$ cat config.mk
export PLATFORM = sky130hd
export DESIGN_NAME = cache_top
export DESIGN_NICKNAME = d
export VERILOG_FILES = /design/src/logic/cache_pkg.sv /design/src/logic/cache_ctrl_csr.sv /design/src/logic/cache_event_cnt.sv /design/src/logic/cache_tag_dir.sv /design/src/logic/cache_top.sv /design/src/logic/cache_wtbuf.sv
export VERILOG_INCLUDE_DIRS = /design/src /design/src/logic
export SDC_FILE = /design/constraint.sdc
export NUM_CORES = 1
export LEC_CHECK = 0
export BUFFER_PORTS_ARGS = -buffer_cell sky130_fd_sc_hd__buf_2
export CORE_MARGIN = 3
export CORE_UTILIZATION = 35
export DETAILED_ROUTE_END_ITERATION = 6
export GPL_TIMING_DRIVEN = 0
export PLACE_DENSITY_LB_ADDON = 0.25
export SYNTH_ARGS = -nofsm -noshare
export SYNTH_HDL_FRONTEND = slang
export SYNTH_SLANG_ARGS = --single-unit
$ cat constraint.sdc
create_clock -name clk_i -period 12.2 [get_ports clk_i]
set_clock_uncertainty 0.1 [all_clocks]
set_input_delay 1.83 -clock clk_i [delete_from_list [all_inputs] [get_ports clk_i]]
set_output_delay 1.83 -clock clk_i [all_outputs]
set_load 0.1 [all_outputs]
$ cat src/logic/cache_config.svh
// cache control config
// widths, geometry, buffer depth and register map of the cache control block

`ifndef CACHE_CONFIG_SVH
`define CACHE_CONFIG_SVH

`define CACHE_ADDR_W       16
`define CACHE_DATA_W       32
`define CACHE_LINES        16
`define CACHE_LINE_BYTES   16
`define CACHE_WTB_DEPTH    4
`define CACHE_CSR_ADDR_W   6
`define CACHE_VERSION      32'h0001_0200

// register map, byte offsets
`define CSR_READ_HIT       6'h00
`define CSR_READ_MISS      6'h04
`define CSR_WRITE_HIT      6'h08
`define CSR_WRITE_MISS     6'h0C
`define CSR_HIT            6'h10
`define CSR_MISS           6'h14
`define CSR_STATUS         6'h18
`define CSR_VERSION        6'h1C
`define CSR_CTRL           6'h20

`endif

$ cat src/logic/cache_pkg.sv
// cache control types
// lookup request, write buffer entry, event flags and AXI4-Lite channels

`default_nettype none

`include "cache_config.svh"

package cache_pkg;

   typedef struct packed {
      logic [`CACHE_ADDR_W-1:0]   addr;   // byte address
      logic                       we;
      logic [`CACHE_DATA_W-1:0]   wdata;
      logic [`CACHE_DATA_W/8-1:0] wstrb;
   } cache_req_t;

   typedef struct packed {
      logic [`CACHE_ADDR_W-3:0]   waddr;  // word address
      logic [`CACHE_DATA_W-1:0]   data;
      logic [`CACHE_DATA_W/8-1:0] strb;
   } wtb_entry_t;

   // at most one flag per cycle
   typedef struct packed {
      logic read_hit;
      logic read_miss;
      logic write_hit;
      logic write_miss;
   } cache_evt_t;

   typedef struct packed {
      logic [`CACHE_CSR_ADDR_W-1:0] addr;
   } axil_aw_t;

   typedef struct packed {
      logic [`CACHE_CSR_ADDR_W-1:0] addr;
   } axil_ar_t;

   typedef struct packed {
      logic [`CACHE_DATA_W-1:0]   data;
      logic [`CACHE_DATA_W/8-1:0] strb;
   } axil_w_t;

   typedef enum logic [1:0] {
      AXIL_OKAY   = 2'b00,
      AXIL_SLVERR = 2'b10
   } axil_resp_t;

   typedef struct packed {
      logic [`CACHE_DATA_W-1:0] data;
      axil_resp_t               resp;
   } axil_r_t;

endpackage

`default_nettype wire

$ cat src/logic/cache_ctrl_csr.sv
// cache control registers
// AXI4-Lite slave for counters, buffer status, version and commands

`timescale 1ns/1ps
`default_nettype none

`include "cache_config.svh"

module cache_ctrl_csr (
   input  wire                          clk_i,
   input  wire                          arst_i,
   input  wire                          awvalid_i,
   output logic                         awready_o,
   input  cache_pkg::axil_aw_t          aw_i,
   input  wire                          wvalid_i,
   output logic                         wready_o,
   input  cache_pkg::axil_w_t           w_i,
   output logic                         bvalid_o,
   input  wire                          bready_i,
   output cache_pkg::axil_resp_t        bresp_o,
   input  wire                          arvalid_i,
   output logic                         arready_o,
   input  cache_pkg::axil_ar_t          ar_i,
   output logic                         rvalid_o,
   input  wire                          rready_i,
   output cache_pkg::axil_r_t           r_o,
   input  wire [`CACHE_DATA_W-1:0]      read_hit_i,
   input  wire [`CACHE_DATA_W-1:0]      read_miss_i,
   input  wire [`CACHE_DATA_W-1:0]      write_hit_i,
   input  wire [`CACHE_DATA_W-1:0]      write_miss_i,
   input  wire                          wtb_empty_i,
   input  wire                          wtb_full_i,
   output logic                         clear_o,
   output logic                         invalidate_o
);

   logic                          wr_xfer;
   logic                          rd_xfer;
   logic                          wr_ctrl;
   logic [`CACHE_CSR_ADDR_W-1:0]  aw_off;
   logic [`CACHE_CSR_ADDR_W-1:0]  ar_off;
   cache_pkg::axil_r_t            rd_word;

   // word aligned offsets, byte bits ignored
   assign aw_off = {aw_i.addr[`CACHE_CSR_ADDR_W-1:2], 2'b00};
   assign ar_off = {ar_i.addr[`CACHE_CSR_ADDR_W-1:2], 2'b00};

   // AW and W taken together, one response outstanding
   assign wr_xfer   = awvalid_i && wvalid_i && !bvalid_o;
   assign awready_o = wr_xfer;
   assign wready_o  = wr_xfer;
   assign rd_xfer   = arvalid_i && !rvalid_o;
   assign arready_o = rd_xfer;

   assign wr_ctrl      = wr_xfer && (aw_off == `CSR_CTRL) && w_i.strb[0];
   assign clear_o      = wr_ctrl && w_i.data[0];
   assign invalidate_o = wr_ctrl && w_i.data[1];

   always_comb begin
      rd_word.data = '0;
      rd_word.resp = cache_pkg::AXIL_OKAY;
      case (ar_off)
         `CSR_READ_HIT:   rd_word.data = read_hit_i;
         `CSR_READ_MISS:  rd_word.data = read_miss_i;
         `CSR_WRITE_HIT:  rd_word.data = write_hit_i;
         `CSR_WRITE_MISS: rd_word.data = write_miss_i;
         `CSR_HIT:        rd_word.data = read_hit_i + write_hit_i;
         `CSR_MISS:       rd_word.data = read_miss_i + write_miss_i;
         `CSR_STATUS:     rd_word.data = {{(`CACHE_DATA_W-2){1'b0}}, wtb_full_i, wtb_empty_i};
         `CSR_VERSION:    rd_word.data = `CACHE_VERSION;
         `CSR_CTRL:       rd_word.data = '0;  // command only, reads zero
         default:         rd_word.resp = cache_pkg::AXIL_SLVERR;
      endcase
   end

   // write response
   always_ff @(posedge clk_i or posedge arst_i) begin
      if (arst_i) begin
         bvalid_o <= 1'b0;
         bresp_o  <= cache_pkg::AXIL_OKAY;
      end else if (wr_xfer) begin
         bvalid_o <= 1'b1;
         bresp_o  <= (aw_off == `CSR_CTRL) ? cache_pkg::AXIL_OKAY : cache_pkg::AXIL_SLVERR;
      end else if (bready_i) begin
         bvalid_o <= 1'b0;
      end
   end

   // read response, sampled at AR acceptance
   always_ff @(posedge clk_i or posedge arst_i) begin
      if (arst_i) begin
         rvalid_o <= 1'b0;
         r_o      <= '0;
      end else if (rd_xfer) begin
         rvalid_o <= 1'b1;
         r_o      <= rd_word;
      end else if (rready_i) begin
         rvalid_o <= 1'b0;
      end
   end

   a_r_stable: assert property (@(posedge clk_i) disable iff (arst_i)
      rvalid_o && !rready_i |=> rvalid_o && $stable(r_o));

endmodule

`default_nettype wire

$ cat src/logic/cache_event_cnt.sv
// cache event counters
// read/write hit/miss counts, cleared by command

`timescale 1ns/1ps
`default_nettype none

`include "cache_config.svh"

module cache_event_cnt (
   input  wire                            clk_i,
   input  wire                            arst_i,
   input  cache_pkg::cache_evt_t          evt_i,
   input  wire                            clear_i,
   output logic [`CACHE_DATA_W-1:0]       read_hit_o,
   output logic [`CACHE_DATA_W-1:0]       read_miss_o,
   output logic [`CACHE_DATA_W-1:0]       write_hit_o,
   output logic [`CACHE_DATA_W-1:0]       write_miss_o
);

   logic [3:0]               flags;
   logic [`CACHE_DATA_W-1:0] cnt_q [4];

   assign flags = {evt_i.write_miss, evt_i.write_hit, evt_i.read_miss, evt_i.read_hit};

   always_ff @(posedge clk_i or posedge arst_i) begin
      if (arst_i) begin
         for (int i = 0; i < 4; i++) cnt_q[i] <= '0;
      end else if (clear_i) begin
         for (int i = 0; i < 4; i++) cnt_q[i] <= '0;  // clear wins over events
      end else begin
         for (int i = 0; i < 4; i++) begin
            if (flags[i]) cnt_q[i] <= cnt_q[i] + 1'b1;  // wraps
         end
      end
   end

   assign read_hit_o   = cnt_q[0];
   assign read_miss_o  = cnt_q[1];
   assign write_hit_o  = cnt_q[2];
   assign write_miss_o = cnt_q[3];

   // directory classifies each lookup exactly once
   a_evt_onehot: assert property (@(posedge clk_i) disable iff (arst_i)
      $onehot0(flags));

endmodule

`default_nettype wire

$ cat src/logic/cache_tag_dir.sv
// cache tag directory
// direct-mapped tag and valid store, classifies lookups and pushes writes

`timescale 1ns/1ps
`default_nettype none

`include "cache_config.svh"

module cache_tag_dir (
   input  wire                     clk_i,
   input  wire                     arst_i,
   input  wire                     lookup_valid_i,
   input  cache_pkg::cache_req_t   lookup_i,
   output logic                    lookup_ready_o,
   output logic                    resp_valid_o,
   output logic                    resp_hit_o,
   output cache_pkg::cache_evt_t   evt_o,
   input  wire                     invalidate_i,
   input  wire                     wtb_full_i,
   output logic                    wtb_push_o,
   output cache_pkg::wtb_entry_t   wtb_entry_o
);

   localparam int OFF_W = $clog2(`CACHE_LINE_BYTES);
   localparam int IDX_W = $clog2(`CACHE_LINES);
   localparam int TAG_W = `CACHE_ADDR_W - OFF_W - IDX_W;

   logic [TAG_W-1:0]        tag_mem [`CACHE_LINES];
   logic [`CACHE_LINES-1:0] valid_q;
   logic [IDX_W-1:0]        idx;
   logic [TAG_W-1:0]        tag;
   logic                    hit;
   logic                    xfer;
   logic                    alloc;

   assign idx  = lookup_i.addr[OFF_W +: IDX_W];
   assign tag  = lookup_i.addr[`CACHE_ADDR_W-1 -: TAG_W];
   assign hit  = valid_q[idx] && (tag_mem[idx] == tag);

   // writes stall only on a full buffer
   assign lookup_ready_o = !(lookup_valid_i && lookup_i.we && wtb_full_i);
   assign xfer  = lookup_valid_i && lookup_ready_o;
   assign alloc = xfer && !lookup_i.we && !hit;  // read miss allocates

   assign wtb_push_o        = xfer && lookup_i.we;
   assign wtb_entry_o.waddr = lookup_i.addr[`CACHE_ADDR_W-1:2];
   assign wtb_entry_o.data  = lookup_i.wdata;
   assign wtb_entry_o.strb  = lookup_i.wstrb;

   always_ff @(posedge clk_i) begin
      if (alloc) tag_mem[idx] <= tag;
   end

   always_ff @(posedge clk_i or posedge arst_i) begin
      if (arst_i) begin
         valid_q <= '0;
      end else if (invalidate_i) begin
         valid_q <= '0;  // flash clear
      end else if (alloc) begin
         valid_q[idx] <= 1'b1;
      end
   end

   // response and event one cycle after transfer
   always_ff @(posedge clk_i or posedge arst_i) begin
      if (arst_i) begin
         resp_valid_o <= 1'b0;
         resp_hit_o   <= 1'b0;
         evt_o        <= '0;
      end else begin
         resp_valid_o     <= xfer;
         resp_hit_o       <= hit;
         evt_o.read_hit   <= xfer && !lookup_i.we && hit;
         evt_o.read_miss  <= xfer && !lookup_i.we && !hit;
         evt_o.write_hit  <= xfer && lookup_i.we && hit;
         evt_o.write_miss <= xfer && lookup_i.we && !hit;
      end
   end

   a_no_push_full: assert property (@(posedge clk_i) disable iff (arst_i)
      wtb_push_o |-> !wtb_full_i);

endmodule

`default_nettype wire

$ cat src/logic/cache_top.sv
// cache control top
// tag directory, write-through buffer, event counters and register slave

`timescale 1ns/1ps
`default_nettype none

`include "cache_config.svh"

module cache_top (
   input  wire                          clk_i,
   input  wire                          arst_i,
   input  wire                          lookup_valid_i,
   input  cache_pkg::cache_req_t        lookup_i,
   output logic                         lookup_ready_o,
   output logic                         resp_valid_o,
   output logic                         resp_hit_o,
   output logic                         mem_valid_o,
   output cache_pkg::wtb_entry_t        mem_o,
   input  wire                          mem_ready_i,
   input  wire                          awvalid_i,
   output logic                         awready_o,
   input  cache_pkg::axil_aw_t          aw_i,
   input  wire                          wvalid_i,
   output logic                         wready_o,
   input  cache_pkg::axil_w_t           w_i,
   output logic                         bvalid_o,
   input  wire                          bready_i,
   output cache_pkg::axil_resp_t        bresp_o,
   input  wire                          arvalid_i,
   output logic                         arready_o,
   input  cache_pkg::axil_ar_t          ar_i,
   output logic                         rvalid_o,
   input  wire                          rready_i,
   output cache_pkg::axil_r_t           r_o
);

   cache_pkg::cache_evt_t    evt;
   cache_pkg::wtb_entry_t    wtb_entry;
   logic                     wtb_push;
   logic                     wtb_full;
   logic                     wtb_empty;
   logic                     clear;
   logic                     invalidate;
   logic [`CACHE_DATA_W-1:0] read_hit_cnt;
   logic [`CACHE_DATA_W-1:0] read_miss_cnt;
   logic [`CACHE_DATA_W-1:0] write_hit_cnt;
   logic [`CACHE_DATA_W-1:0] write_miss_cnt;

   cache_tag_dir i_tag_dir (
      .clk_i          (clk_i),
      .arst_i         (arst_i),
      .lookup_valid_i (lookup_valid_i),
      .lookup_i       (lookup_i),
      .lookup_ready_o (lookup_ready_o),
      .resp_valid_o   (resp_valid_o),
      .resp_hit_o     (resp_hit_o),
      .evt_o          (evt),
      .invalidate_i   (invalidate),
      .wtb_full_i     (wtb_full),
      .wtb_push_o     (wtb_push),
      .wtb_entry_o    (wtb_entry)
   );

   cache_wtbuf #(
      .DEPTH (`CACHE_WTB_DEPTH)
   ) i_wtbuf (
      .clk_i       (clk_i),
      .arst_i      (arst_i),
      .push_i      (wtb_push),
      .entry_i     (wtb_entry),
      .full_o      (wtb_full),
      .empty_o     (wtb_empty),
      .mem_valid_o (mem_valid_o),
      .mem_o       (mem_o),
      .mem_ready_i (mem_ready_i)
   );

   cache_event_cnt i_event_cnt (
      .clk_i        (clk_i),
      .arst_i       (arst_i),
      .evt_i        (evt),
      .clear_i      (clear),
      .read_hit_o   (read_hit_cnt),
      .read_miss_o  (read_miss_cnt),
      .write_hit_o  (write_hit_cnt),
      .write_miss_o (write_miss_cnt)
   );

   cache_ctrl_csr i_ctrl_csr (
      .clk_i        (clk_i),
      .arst_i       (arst_i),
      .awvalid_i    (awvalid_i),
      .awready_o    (awready_o),
      .aw_i         (aw_i),
      .wvalid_i     (wvalid_i),
      .wready_o     (wready_o),
      .w_i          (w_i),
      .bvalid_o     (bvalid_o),
      .bready_i     (bready_i),
      .bresp_o      (bresp_o),
      .arvalid_i    (arvalid_i),
      .arready_o    (arready_o),
      .ar_i         (ar_i),
      .rvalid_o     (rvalid_o),
      .rready_i     (rready_i),
      .r_o          (r_o),
      .read_hit_i   (read_hit_cnt),
      .read_miss_i  (read_miss_cnt),
      .write_hit_i  (write_hit_cnt),
      .write_miss_i (write_miss_cnt),
      .wtb_empty_i  (wtb_empty),
      .wtb_full_i   (wtb_full),
      .clear_o      (clear),
      .invalidate_o (invalidate)
   );

endmodule

`default_nettype wire

$ cat src/logic/cache_wtbuf.sv
// write-through buffer
// circular FIFO of write entries, head is presented on the memory port

`timescale 1ns/1ps
`default_nettype none

`include "cache_config.svh"

module cache_wtbuf #(
   parameter int DEPTH = `CACHE_WTB_DEPTH
) (
   input  wire                     clk_i,
   input  wire                     arst_i,
   input  wire                     push_i,
   input  cache_pkg::wtb_entry_t   entry_i,
   output logic                    full_o,
   output logic                    empty_o,
   output logic                    mem_valid_o,
   output cache_pkg::wtb_entry_t   mem_o,
   input  wire                     mem_ready_i
);

   localparam int PTR_W = (DEPTH > 1) ? $clog2(DEPTH) : 1;
   localparam int CNT_W = $clog2(DEPTH + 1);

   cache_pkg::wtb_entry_t mem_q [DEPTH];
   logic [PTR_W-1:0]      rd_ptr_q;
   logic [PTR_W-1:0]      wr_ptr_q;
   logic [CNT_W-1:0]      count_q;
   logic                  pop;

   assign empty_o     = (count_q == '0);
   assign full_o      = (count_q == CNT_W'(DEPTH));
   assign mem_valid_o = !empty_o;
   assign mem_o       = mem_q[rd_ptr_q];
   assign pop         = mem_valid_o && mem_ready_i;

   always_ff @(posedge clk_i) begin
      if (push_i) mem_q[wr_ptr_q] <= entry_i;
   end

   always_ff @(posedge clk_i or posedge arst_i) begin
      if (arst_i) begin
         rd_ptr_q <= '0;
         wr_ptr_q <= '0;
         count_q  <= '0;
      end else begin
         if (push_i) wr_ptr_q <= (wr_ptr_q == PTR_W'(DEPTH - 1)) ? '0 : wr_ptr_q + 1'b1;
         if (pop) rd_ptr_q <= (rd_ptr_q == PTR_W'(DEPTH - 1)) ? '0 : rd_ptr_q + 1'b1;
         // simultaneous push and pop keeps the count
         if (push_i && !pop) count_q <= count_q + 1'b1;
         else if (pop && !push_i) count_q <= count_q - 1'b1;
      end
   end

   a_mem_stable: assert property (@(posedge clk_i) disable iff (arst_i)
      mem_valid_o && !mem_ready_i |=> mem_valid_o && $stable(mem_o));

endmodule

`default_nettype wire

==> metrics.txt, run 1 <==
Crit. End Element=flip-flop; CTS Hold Bufs=0; highest metal used=met4; Final Non-Filler Cells=3197; Unique masters post-synth=68; met3 routed WL=4060 µm; Iteration-0 DRC Markers=1282; area share of the largest cell type after synthesis=38.8%; largest family of logic cells by synthesized area=simple AND/OR/NAND/NOR gates; Mean Syn Cell Area=12.9 µm²; Synth Area in XOR/XNOR=6.08%; HP Class=reg2reg; post-synthesis register bit count=521; CP max FO=10; CP Data Arrival Time=5.77 ns; post-synthesis simple-gate area fraction=10.6%; Cells after DPL=3083; Post-DRT Antenna Nets=0; Slew HR=15.9%; DRT Pass-1 Iters=6; Synth async-reset ratio=37.0%; Max VDD drop=0.155 mV; Sink Count=521; Layout area overhead=16.1%; status=complete, no violations; yosys warns=0; drt drc=0; Lkg Pwr=0.0106 µW; layout cells sized above 1=18.1%; first-pass GRT wire length=104000 µm; max-slew violations=0; I/O pins=205; CP required=12.35 ns; via count=17176; setup bufs post-CTS=0; WL/cell=21.6 µm; floorplan die width=275 µm; GPL Wtd Cong=0.944; H-Tree Depth=2; crit share post-route=46.1%; setup violators final=0; f_max=178 MHz; sequential cell area fraction in the yosys report=57.9%; Clock Pin Slew Worst Setup and Hold Paths=0.06 ns; adder-cell share of the synthesized area=3.79%; crit path launch type=primary input; synth cell count leaders=edfxtp_1 (328), nor2_1 (203), dfrtp_1 (193), a21oi_1 (115), nand2_1 (112); Post-synth top flop=edfxtp_1; Slew @ Worst Pin=1.25 ns; DRT Wirelength=69200 µm; post-synth top area cell=edfxtp_1; Starting Density=35.4%; Post-Syn Instances=1969; RSZ-0062 raised after global routing=no; Final TNS setup=0 ns; IO Port Bufs=162; dpl hpwl=50000 µm; # Max-Cap Violations=0; worst skew pair latency=0.64 ns; Longest Clk Path Bufs=3; grt ovf=0; Post-CTS Resized=0; met2 wire length=33600 µm; core area=71600 µm²; CTS tree=built; mux contribution to synthesized area=10.4%; EDFF count, synth=328; most frequent cell after synthesis=edfxtp_1; Final min period=5.62 ns; full die area=75700 µm²; synth top area cells=edfxtp_1 (39%), dfrtp_1 (19%), mux4_2 (8.7%), xor2_1 (3.8%), ha_1 (3.6%); final net count=2378; Tot GR Track Use=18.1%; vias in the first global route=17147; vias per cell=5.37; wl on met1=28900 µm; largest net degree at the start of global routing=108; Num CTS Buffers=58; critical path class=in2reg; Synth Area in Compound Gates=9.11%; Power per Cell Area=230 nW/µm²; CTS root buffer=clkbuf_16; initial antenna violation count=7; Hold Fails Final Rpt=0; Die Y=275 µm; mapped cell area=25400 µm²; Rows=98
## metrics by stage
| stage | worst slack [ns] | total power [µW] | area [µm²] | utilization, % | hold WS, ns |
|---|---|---|---|---|---|
| 6_report | 6.58 | 6760 | 29400 | 41.1 | 0.373 |
| 5_1_grt | 6.36 | 7090 | 29400 | 41.1 | 0.396 |
| 4_1_cts | 6.46 | 6820 | 29400 | 41.1 | 0.379 |
| 3_5_place_dp | 5.74 | 4990 | 27400 | 38.3 | 0.366 |
| 3_3_place_gp | 2.53 | 4960 | 27400 | 38.2 | 0.349 |
| 2_1_floorplan | 5.01 | 4390 | 25400 | - | 0.368 |
## cell families after synthesis
group | after synthesis
simple gates | 563
flops | 521
compound gates | 364
xor+xnor | 176
mux | 139
buf+inv | 130
fa+ha+maj | 75
other cells | 1
## layout by cell type, fill, tap and decap left out, types with 7 or more instances in the layout
master	count
a31oi_1	20
xor2_1	110
and3_1	25
nand3_1	69
nor2_1	203
inv_1	34
ha_1	72
a21oi_1	115
a21o_1	33
a221oi_1	21
nand2b_1	11
edfxtp_1	328
nor2b_1	10
nand4_1	43
o21bai_1	12
or2_2	7
mux2i_1	29
a22o_1	21
o21ai_0	84
or3_1	24
mux4_2	98
a22oi_1	15
clkinv_2	16
and2_1	10
mux2_2	12
bufinv_16	7
clkbuf_1	77
o21a_1	7
dfrtp_1	193
nand2_1	112
xnor2_1	66
buf_2	167
buf_1	11
nor3_1	21
clkbuf_16	58
## power breakdown
group          internal [µW]  switching (µW)  total (µW)
sequential              2100             236        2340
clock                   1060             750        1810
combinational            747            1860        2610
total                   3910            2850        6760
## critical path, cell delays in order
cell and delay, ns:
buf_2 0.15, buf_2 0.32, buf_1 0.60, buf_2 0.37
mux2i_1 0.25, xnor2_1 0.17, nor4_1 0.10, nand4_1 0.16
a21oi_4 0.12, nor3b_4 0.39, or3b_1 0.48, nor2_1 0.80
## final timing paths
check / startpoint / end / slack [ns] / depth (start not counted)
worst min-delay path: i_ctrl_csr.r_o[15] / i_ctrl_csr.r_o[15] / 0.37 / 2
worst min register to register: i_ctrl_csr.r_o[15] / i_ctrl_csr.r_o[15] / 0.37 / 2
worst max-delay path: lookup_i[42] / i_tag_dir.tag_mem[4][0] / 6.58 / 12
min in group asynchronous: arst_i / i_ctrl_csr.r_o[5] / 1.16 / 2
max in group asynchronous: arst_i / i_event_cnt.write_miss_o[21] / 9.81 / 3
worst max register to register: i_event_cnt.read_hit_o[0] / i_ctrl_csr.r_o[30] / 8.28 / 12
## final cells by class
class                      instances  area (µm²)
multi-input combinational       1319       10200
clock inverter                    37         443
sequential                       521       14700
tap                              950        1190
fill                            6725       42200
antenna                            6        15.0
clock buffer                      71        1560
buffer                            95         415
inverter                          35         139
timing repair buffer             163         838
## state kept, by name, indices dropped and copies added (netlist names)
signal                    cells
i_event_cnt.write_hit_o      32
i_tag_dir.evt_o               4
i_event_cnt.read_hit_o       32
i_ctrl_csr.bresp_o            1
i_wtbuf.wr_ptr_q              2
i_event_cnt.read_miss_o      32
i_wtbuf.count_q               3
i_tag_dir.resp_hit_o          1
i_ctrl_csr.rvalid_o           1
i_ctrl_csr.bvalid_o           1
i_tag_dir.resp_valid_o        1
i_ctrl_csr.r_o               33
i_wtbuf.rd_ptr_q              2
i_tag_dir.valid_q            16
i_event_cnt.write_miss_o     32
i_tag_dir.tag_mem           128
i_wtbuf.mem_q               200
## routing by layer
metal	vias up	GRT usage [%]
li1	7877	-
met1	8652	23.7
met2	517	29.8
met3	130	3.36
met4	0	7.00
met5	-	0
Power figures use the tool's default switching activity.
==> inputs of run 2 (changes only) <==
Settings changed: ABC_AREA set to 1.
Clock period 12.2 ns to 4.53 ns, I/O delays scaled along.
==> run 2 against run 1 <==
Against the previous run:
- core utilization up 0.16 points
- sequential power increased by 150%
- first-iteration DRC count up 100%
- flip-flop and latch count did not move
- critical path type is now reg2out
- critical endpoint is now arready_o
==> metrics.txt, run 2 <==
Critical Path Source=i_ctrl_csr.rvalid_o; mapped cell area=27800 µm² (+9.6%); Clock Pin Slew Worst Setup and Hold Paths=0.06 ns (about the same); sequential cell area fraction in the yosys report=52.8% (-5.1 points); GR Layer Usage met3=3.61% (+0.25 points); Synth async-reset ratio=37.0% (unchanged); met1 usage=31.2% (+7.5 points); Layout area overhead=15.8%; GPL Wtd Cong=0.967 (+2.4%); CTS tree=built; most frequent cell after synthesis=nand2_1; synth cell count leaders=nand2_1 (844), nor2_1 (371), edfxtp_1 (328), inv_1 (277), o21ai_0 (247); synth top area cells=edfxtp_1 (35%), dfrtp_1 (17%), nand2_1 (11%), nor2_1 (5.0%), o21ai_0 (4.5%); Post-DRT Antenna Nets=0 (unchanged); Critical R2R Launch=i_event_cnt.write_hit_o[3]; setup bufs post-CTS=0 (unchanged); # Max-Cap Violations=0 (unchanged); Die Y=288 µm (+4.6%); DRT Pass-1 Iters=6 (unchanged); f_max=260 MHz; WL/cell=20.5 µm (-5.0%); hold path startpoint=rready_i; Cells after DPL=4477 (+45%); layout cells sized above 1=9.50% (-8.6 points); H-Tree Depth=2 (unchanged); met2 Use GR=35.2% (+5.4 points); Final min period=3.84 ns; I/O pins=205 (unchanged); Max VDD drop=0.729 mV (+370%); crit path launch type=flip-flop; DRT Wirelength=94300 µm (+36%); Longest Clk Path Bufs=3 (unchanged); Power per Cell Area=514 nW/µm² (+120%); Final Non-Filler Cells=4590 (+44%); leading cell type in the layout, fill and taps excluded=nand2_1; Tot GR Track Use=22.4% (+4.3 points); vias in the first global route=22997 (+34%); worst skew pair latency=0.64 ns (about the same); drt drc=0 (unchanged); multi-input combinational cell area=11600 µm² (+14%); full die area=82800 µm² (+9.3%); final net count=3685 (+55%); max-slew violations=0 (unchanged); Post-synth top flop=edfxtp_1; top flop regs=i_wtbuf.mem_q x200, i_tag_dir.tag_mem x128, i_ctrl_csr.r_o x33; Hold Fails Final Rpt=0 (unchanged); crit share post-route=84.8%; Fill cells=7718 (+15%); CTS root buffer=clkbuf_16; CP Data Arrival Time=3.06 ns (-2.71 ns); most flop-heavy register=i_wtbuf.mem_q; vias per cell=5.32 (-1.0%); post-synth top area cell=edfxtp_1; setup violators final=0 (unchanged); initial antenna violation count=2 (-5); yosys warns=0 (unchanged); first-pass GRT wire length=141000 µm (+35%); core area=78000 µm² (+8.9%); Post-Syn Instances=3258 (+65%); Crit. End Element=primary output; HP Class=in2reg; grt ovf=0 (unchanged); Unique masters post-synth=51 (-25%); critical path class=reg2out; floorplan die width=288 µm (+4.6%); area share of the largest cell type after synthesis=35.5% (-3.4 points); largest net degree at the start of global routing=41 (-62%); CP required=3.75 ns (-8.60 ns); most frequent cells in the layout=nand2_1 (844), nor2_1 (367), edfxtp_1 (328), inv_1 (276), o21ai_0 (247); CP max FO=10 (unchanged); Lkg Pwr=0.0134 µW (+27%); Starting Density=35.6% (+0.22 points); IO Port Bufs=163 (+0.62%); Iteration-0 DRC Markers=2596 (+100%); RSZ-0062 raised after global routing=no; Final TNS setup=0 ns (unchanged); status=complete, no violations; Final WS setup=0.687 ns (-5.89 ns); Num CTS Buffers=59 (+1.7%); Rows=102 (+4.1%); post-synthesis register bit count=521 (unchanged); dpl hpwl=70400 µm (+41%); max FFs per register=200 (unchanged); Sequential Area=14700 µm² (unchanged); Sink Count=521 (unchanged); setup slack at placement=0.134 ns (-5.61 ns); Slew HR=11.2% (-4.6 points); via count=24410 (+42%); EDFF count, synth=328 (unchanged); Mean Syn Cell Area=8.53 µm² (-34%); Slew @ Worst Pin=1.32 ns (+0.0689 ns); grt peak-use layer=met2
-- run 2: cell types whose count changed after synthesis, sizes merged, moves of 27 or more --
cell / before / now
nor3: 24 / 92
xor2: 110 / 26
nor2: 203 / 378
xnor2: 66 / 6
nand2: 112 / 847
a21o: 33 / 6
inv: 35 / 281
nand3: 70 / 186
mux2i: 29 / 0
o22ai: 0 / 75
a21oi: 116 / 163
nand4: 43 / 76
o21ai: 84 / 249
mux4: 98 / 0
-- run 2: where the power goes --
part | switching (µW) | internal (µW)
clock | 2020 | 2640
combinational | 4920 | 1130
sequential | 363 | 5470
-- run 2: repair_timing --
action	CTS	global route
hold buffers	1	0
hold endpoints to repair	12	0
gates resized for setup	0	0
-- run 2: critical path: stages, from the launching register on --
cell and delay [ns]:
dfrtp_1 0.37, inv_1 0.06, nand2_1 0.41, inv_1 0.46, clkbuf_1 0.58, buf_2 0.55
-- run 2: final cells by class --
cell class | count | share of cell area [%]
sequential | 521 | 45.6
antenna | 1 | 0.00778
timing repair buffer | 180 | 3.43
clock inverter | 33 | 0.848
inverter | 288 | 3.37
tap | 1040 | 4.04
buffer | 111 | 1.54
clock buffer | 77 | 5.05
multi-input combinational | 2339 | 36.1
-- run 2: worst paths after layout --
path,depth (start not counted),end,slack (ns)
hold / removal,2,i_ctrl_csr.rvalid_o,0.14
setup reg to reg,10,i_ctrl_csr.r_o[16],0.98
hold reg to reg,2,i_ctrl_csr.r_o[9],0.37
setup / recovery,5,arready_o,0.69
max in group asynchronous,6,i_event_cnt.read_miss_o[28],2.76
min in group asynchronous,3,i_ctrl_csr.r_o[6],0.46
-- run 2: per-stage QoR --
stage / instance area [µm²] / power [µW] / util (%) / hold WS [ns]
after floorplan: 27800 / 10400 / - / 0.369
after global placement: 29900 / 11900 / 38.3 / 0.360
after detailed placement: 30200 / 12000 / 38.8 / 0.363
after CTS: 32200 / 16600 / 41.2 / 0.104
after global routing: 32200 / 17300 / 41.3 / 0.133
final: 32200 / 16500 / 41.3 / 0.140
-- run 2: layer usage --
| metal | part of all wire, % | wire (µm) | up-vias |
|---|---|---|---|
| met5 | 0 | 0 | - |
| met4 | 3.7 | 3530 | 0 |
| met3 | 7.8 | 7400 | 196 |
| met2 | 45 | 42100 | 865 |
| met1 | 44 | 41300 | 11632 |
| li1 | - | - | 11717 |
-- run 2: cell families (layout without fill, tap and decap cells) --
logic type / count (synthesis) / after routing / share of synthesized area (%)
DFF: 521 / 521 / 52.8
xor gates and xnor gates: 32 / 32 / 1.01
adders and majority gates: 75 / 75 / 3.46
AOI/OAI and AO/OA: 593 / 593 / 12.1
and+or+nand+nor: 1636 / 1636 / 24.9
muxes: 1 / 1 / 0.0405
buffers and inverters: 399 / 689 / 5.68
other: 1 / 3 / 0.0135
==> inputs of run 3 (changes only) <==
Settings changed: ABC_AREA 1 to 0.
Clock period 4.53 ns to 3.9 ns, I/O delays scaled along.
==> run 3 against run 2 <==
Against the previous run:
- combinational power grew 35%
- flip-flop and latch count is the same
- critical path depth grew 6
- largest cell class unchanged
- largest power group unchanged
==> metrics.txt, run 3 (synthesized netlist as in run 1, its figures left out) <==
status=complete, no violations; Iteration-0 DRC Markers=1502 (-42%); hold path startpoint=rready_i; Longest Clk Path Bufs=3 (unchanged); worst skew pair latency=0.65 ns (about the same); Post-DRT Antenna Nets=0 (unchanged); Fill cells=6757 (-12%); clock power share=26.8% (-1.4 points); sw frac=41.9% (-2.2 points); via count=17131 (-30%); Worst path most repeated cell=buf_2; IO Port Bufs=162 (-0.61%); H-Tree Depth=2 (unchanged); DRT Pass-1 Iters=6 (unchanged); DP Area=27500 µm² (-9.1%); max-slew violations=0 (unchanged); Worst path top cell family by delay=simple AND/OR/NAND/NOR gates; Crit. End Element=flip-flop; Slew @ Worst Pin=1.05 ns (-0.267 ns); setup violators final=0 (unchanged); Rows=98 (-3.9%); I/O pins=205 (unchanged); FF-to-FF setup slack=0.24 ns (-0.74 ns); vias per cell=5.35 (+0.54%); WL/cell=21.5 µm (+4.6%); Lkg Pwr=0.0106 µW (-20%); fin area=29700 µm² (-7.8%); Hold Fails Final Rpt=0 (unchanged); Final WS setup=0.0376 ns (-0.650 ns); Max VDD drop=0.382 mV (-48%); floorplan die width=275 µm (-4.4%); Tot GR Track Use=18.0% (-4.4 points); Num CTS Buffers=59 (unchanged); first-pass GRT wire length=103000 µm (-27%); Critical R2R Launch=i_event_cnt.write_hit_o[1]; NetSw=8880 µW (+22%); crit path launch type=primary input; DRT Wirelength=68900 µm (-27%); Die Y=275 µm (-4.4%); internal power=12300 µW (+33%); largest net degree at the start of global routing=51 (+24%); Hold Slack=0.0424 ns (-0.0977 ns); layout cells sized above 1=19.2% (+9.7 points); # Max-Cap Violations=0 (unchanged); leading cell type in the layout, fill and taps excluded=edfxtp_1; final net count=2385 (-35%); CTS tree=built; CP required=4.07 ns (+0.32 ns); max FFs per register=200 (unchanged); Slew HR=29.0% (+18 points); Clock Pin Slew Worst Setup and Hold Paths=0.06 ns (about the same); Layout area overhead=17.0%; f_max=259 MHz; Total Power=21200 µW (+28%); Final min period=3.86 ns; critical path class=in2reg; vias in the first global route=16883 (-27%); Sink Count=521 (unchanged); GPL Wtd Cong=0.945 (-2.3%); HP Class=in2reg; most flop-heavy register=i_wtbuf.mem_q; core area=71600 µm² (-8.2%); initial antenna violation count=5 (+3); crit share post-route=99.0%; most frequent cells in the layout=edfxtp_1 (328), dfrtp_1 (193), nor2_1 (191), buf_2 (169), a21oi_1 (115); CP Data Arrival Time=4.03 ns (+0.97 ns); full die area=75700 µm² (-8.5%); Worst path max stage delay=0.54 ns (-0.04 ns); RSZ-0062 raised after global routing=yes; CTS root buffer=clkbuf_16; Critical Path Source=lookup_i[42]; CP max FO=10 (unchanged); Seq pwr share=34.6% (-0.7 points); setup slack at placement=-1.10 ns (-1.24 ns); CP max-delay cell=or3b_1; combinational power share=38.7% (+2.1 points); Starting Density=35.4% (-0.22 points); dpl hpwl=49900 µm (-29%); drt drc=0 (unchanged); WP buf/inv=3 (-1); Power per Cell Area=714 nW/µm² (+39%); top flop regs=i_wtbuf.mem_q x200, i_tag_dir.tag_mem x128, i_ctrl_csr.r_o x33; grt ovf=0 (unchanged); post-layout util=41.4% (+0.18 points); CP cell instances=buf_2 -> buf_2 -> buf_2 -> mux4_2 -> mux4_2 -> xnor2_1 -> nand3_2 -> a21oi_4 -> nor3b_4 -> or3b_1 -> nor2_2
==> run 3: repair_timing <==
action / CTS / global route
setup buffers: 0 / 1
hold buffers: 1 / 0
hold endpoints to repair: 8 / 0
pin swaps: 0 / 0
endpoints found under the setup margin: 138 / 115
resized for setup: 18 / 24
==> run 3: worst paths after layout <==
path / endpoint / cells after the start
max: i_tag_dir.tag_mem[8][4] / 11
min: i_ctrl_csr.rvalid_o / 2
max reg2reg: i_ctrl_csr.r_o[33] / 11
min reg2reg: i_ctrl_csr.r_o[14] / 2
max in group asynchronous: i_event_cnt.write_miss_o[28] / 5
min in group asynchronous: i_event_cnt.read_hit_o[8] / 3
==> run 3: metrics by stage <==
stage / cells / TNS, ns
4_1_cts: 3199 / 0
3_3_place_gp: 3082 / -307.76
6_report: 3204 / 0
5_1_grt: 3204 / -1.84
2_1_floorplan: 1970 / 0
3_5_place_dp: 3087 / -124.98
==> run 3: routing by layer <==
metal	global-route usage (%)	vias to the layer above	routed length [µm]
li1	-	7885	-
met1	24.0	8662	29200
met2	29.4	481	33500
met3	3.30	103	4110
met4	6.34	0	2110
met5	0	-	0
==> run 3: power groups by stage <==
stage	Combinational [µW]	Clock [µW]	Sequential, µW
floorplan	6020	0	7730
global placement	8040	0	7410
detailed placement	8140	0	7430
CTS	8190	5820	7330
global route	8770	6040	7400
finish	8190	5670	7320
==> run 3: layout make-up <==
class / instances / area [µm²] / area share [%]
Buffer: 95 / 443 / 1.49
Multi-Input combinational cell: 1319 / 10300 / 34.6
Timing Repair Buffer: 169 / 941 / 3.17
Clock inverter: 31 / 417 / 1.40
Sequential cell: 521 / 14700 / 49.5
Antenna cell: 4 / 10.0 / 0.0337
Tap cell: 950 / 1190 / 4.01
Inverter: 35 / 135 / 0.455
Clock buffer: 80 / 1600 / 5.38
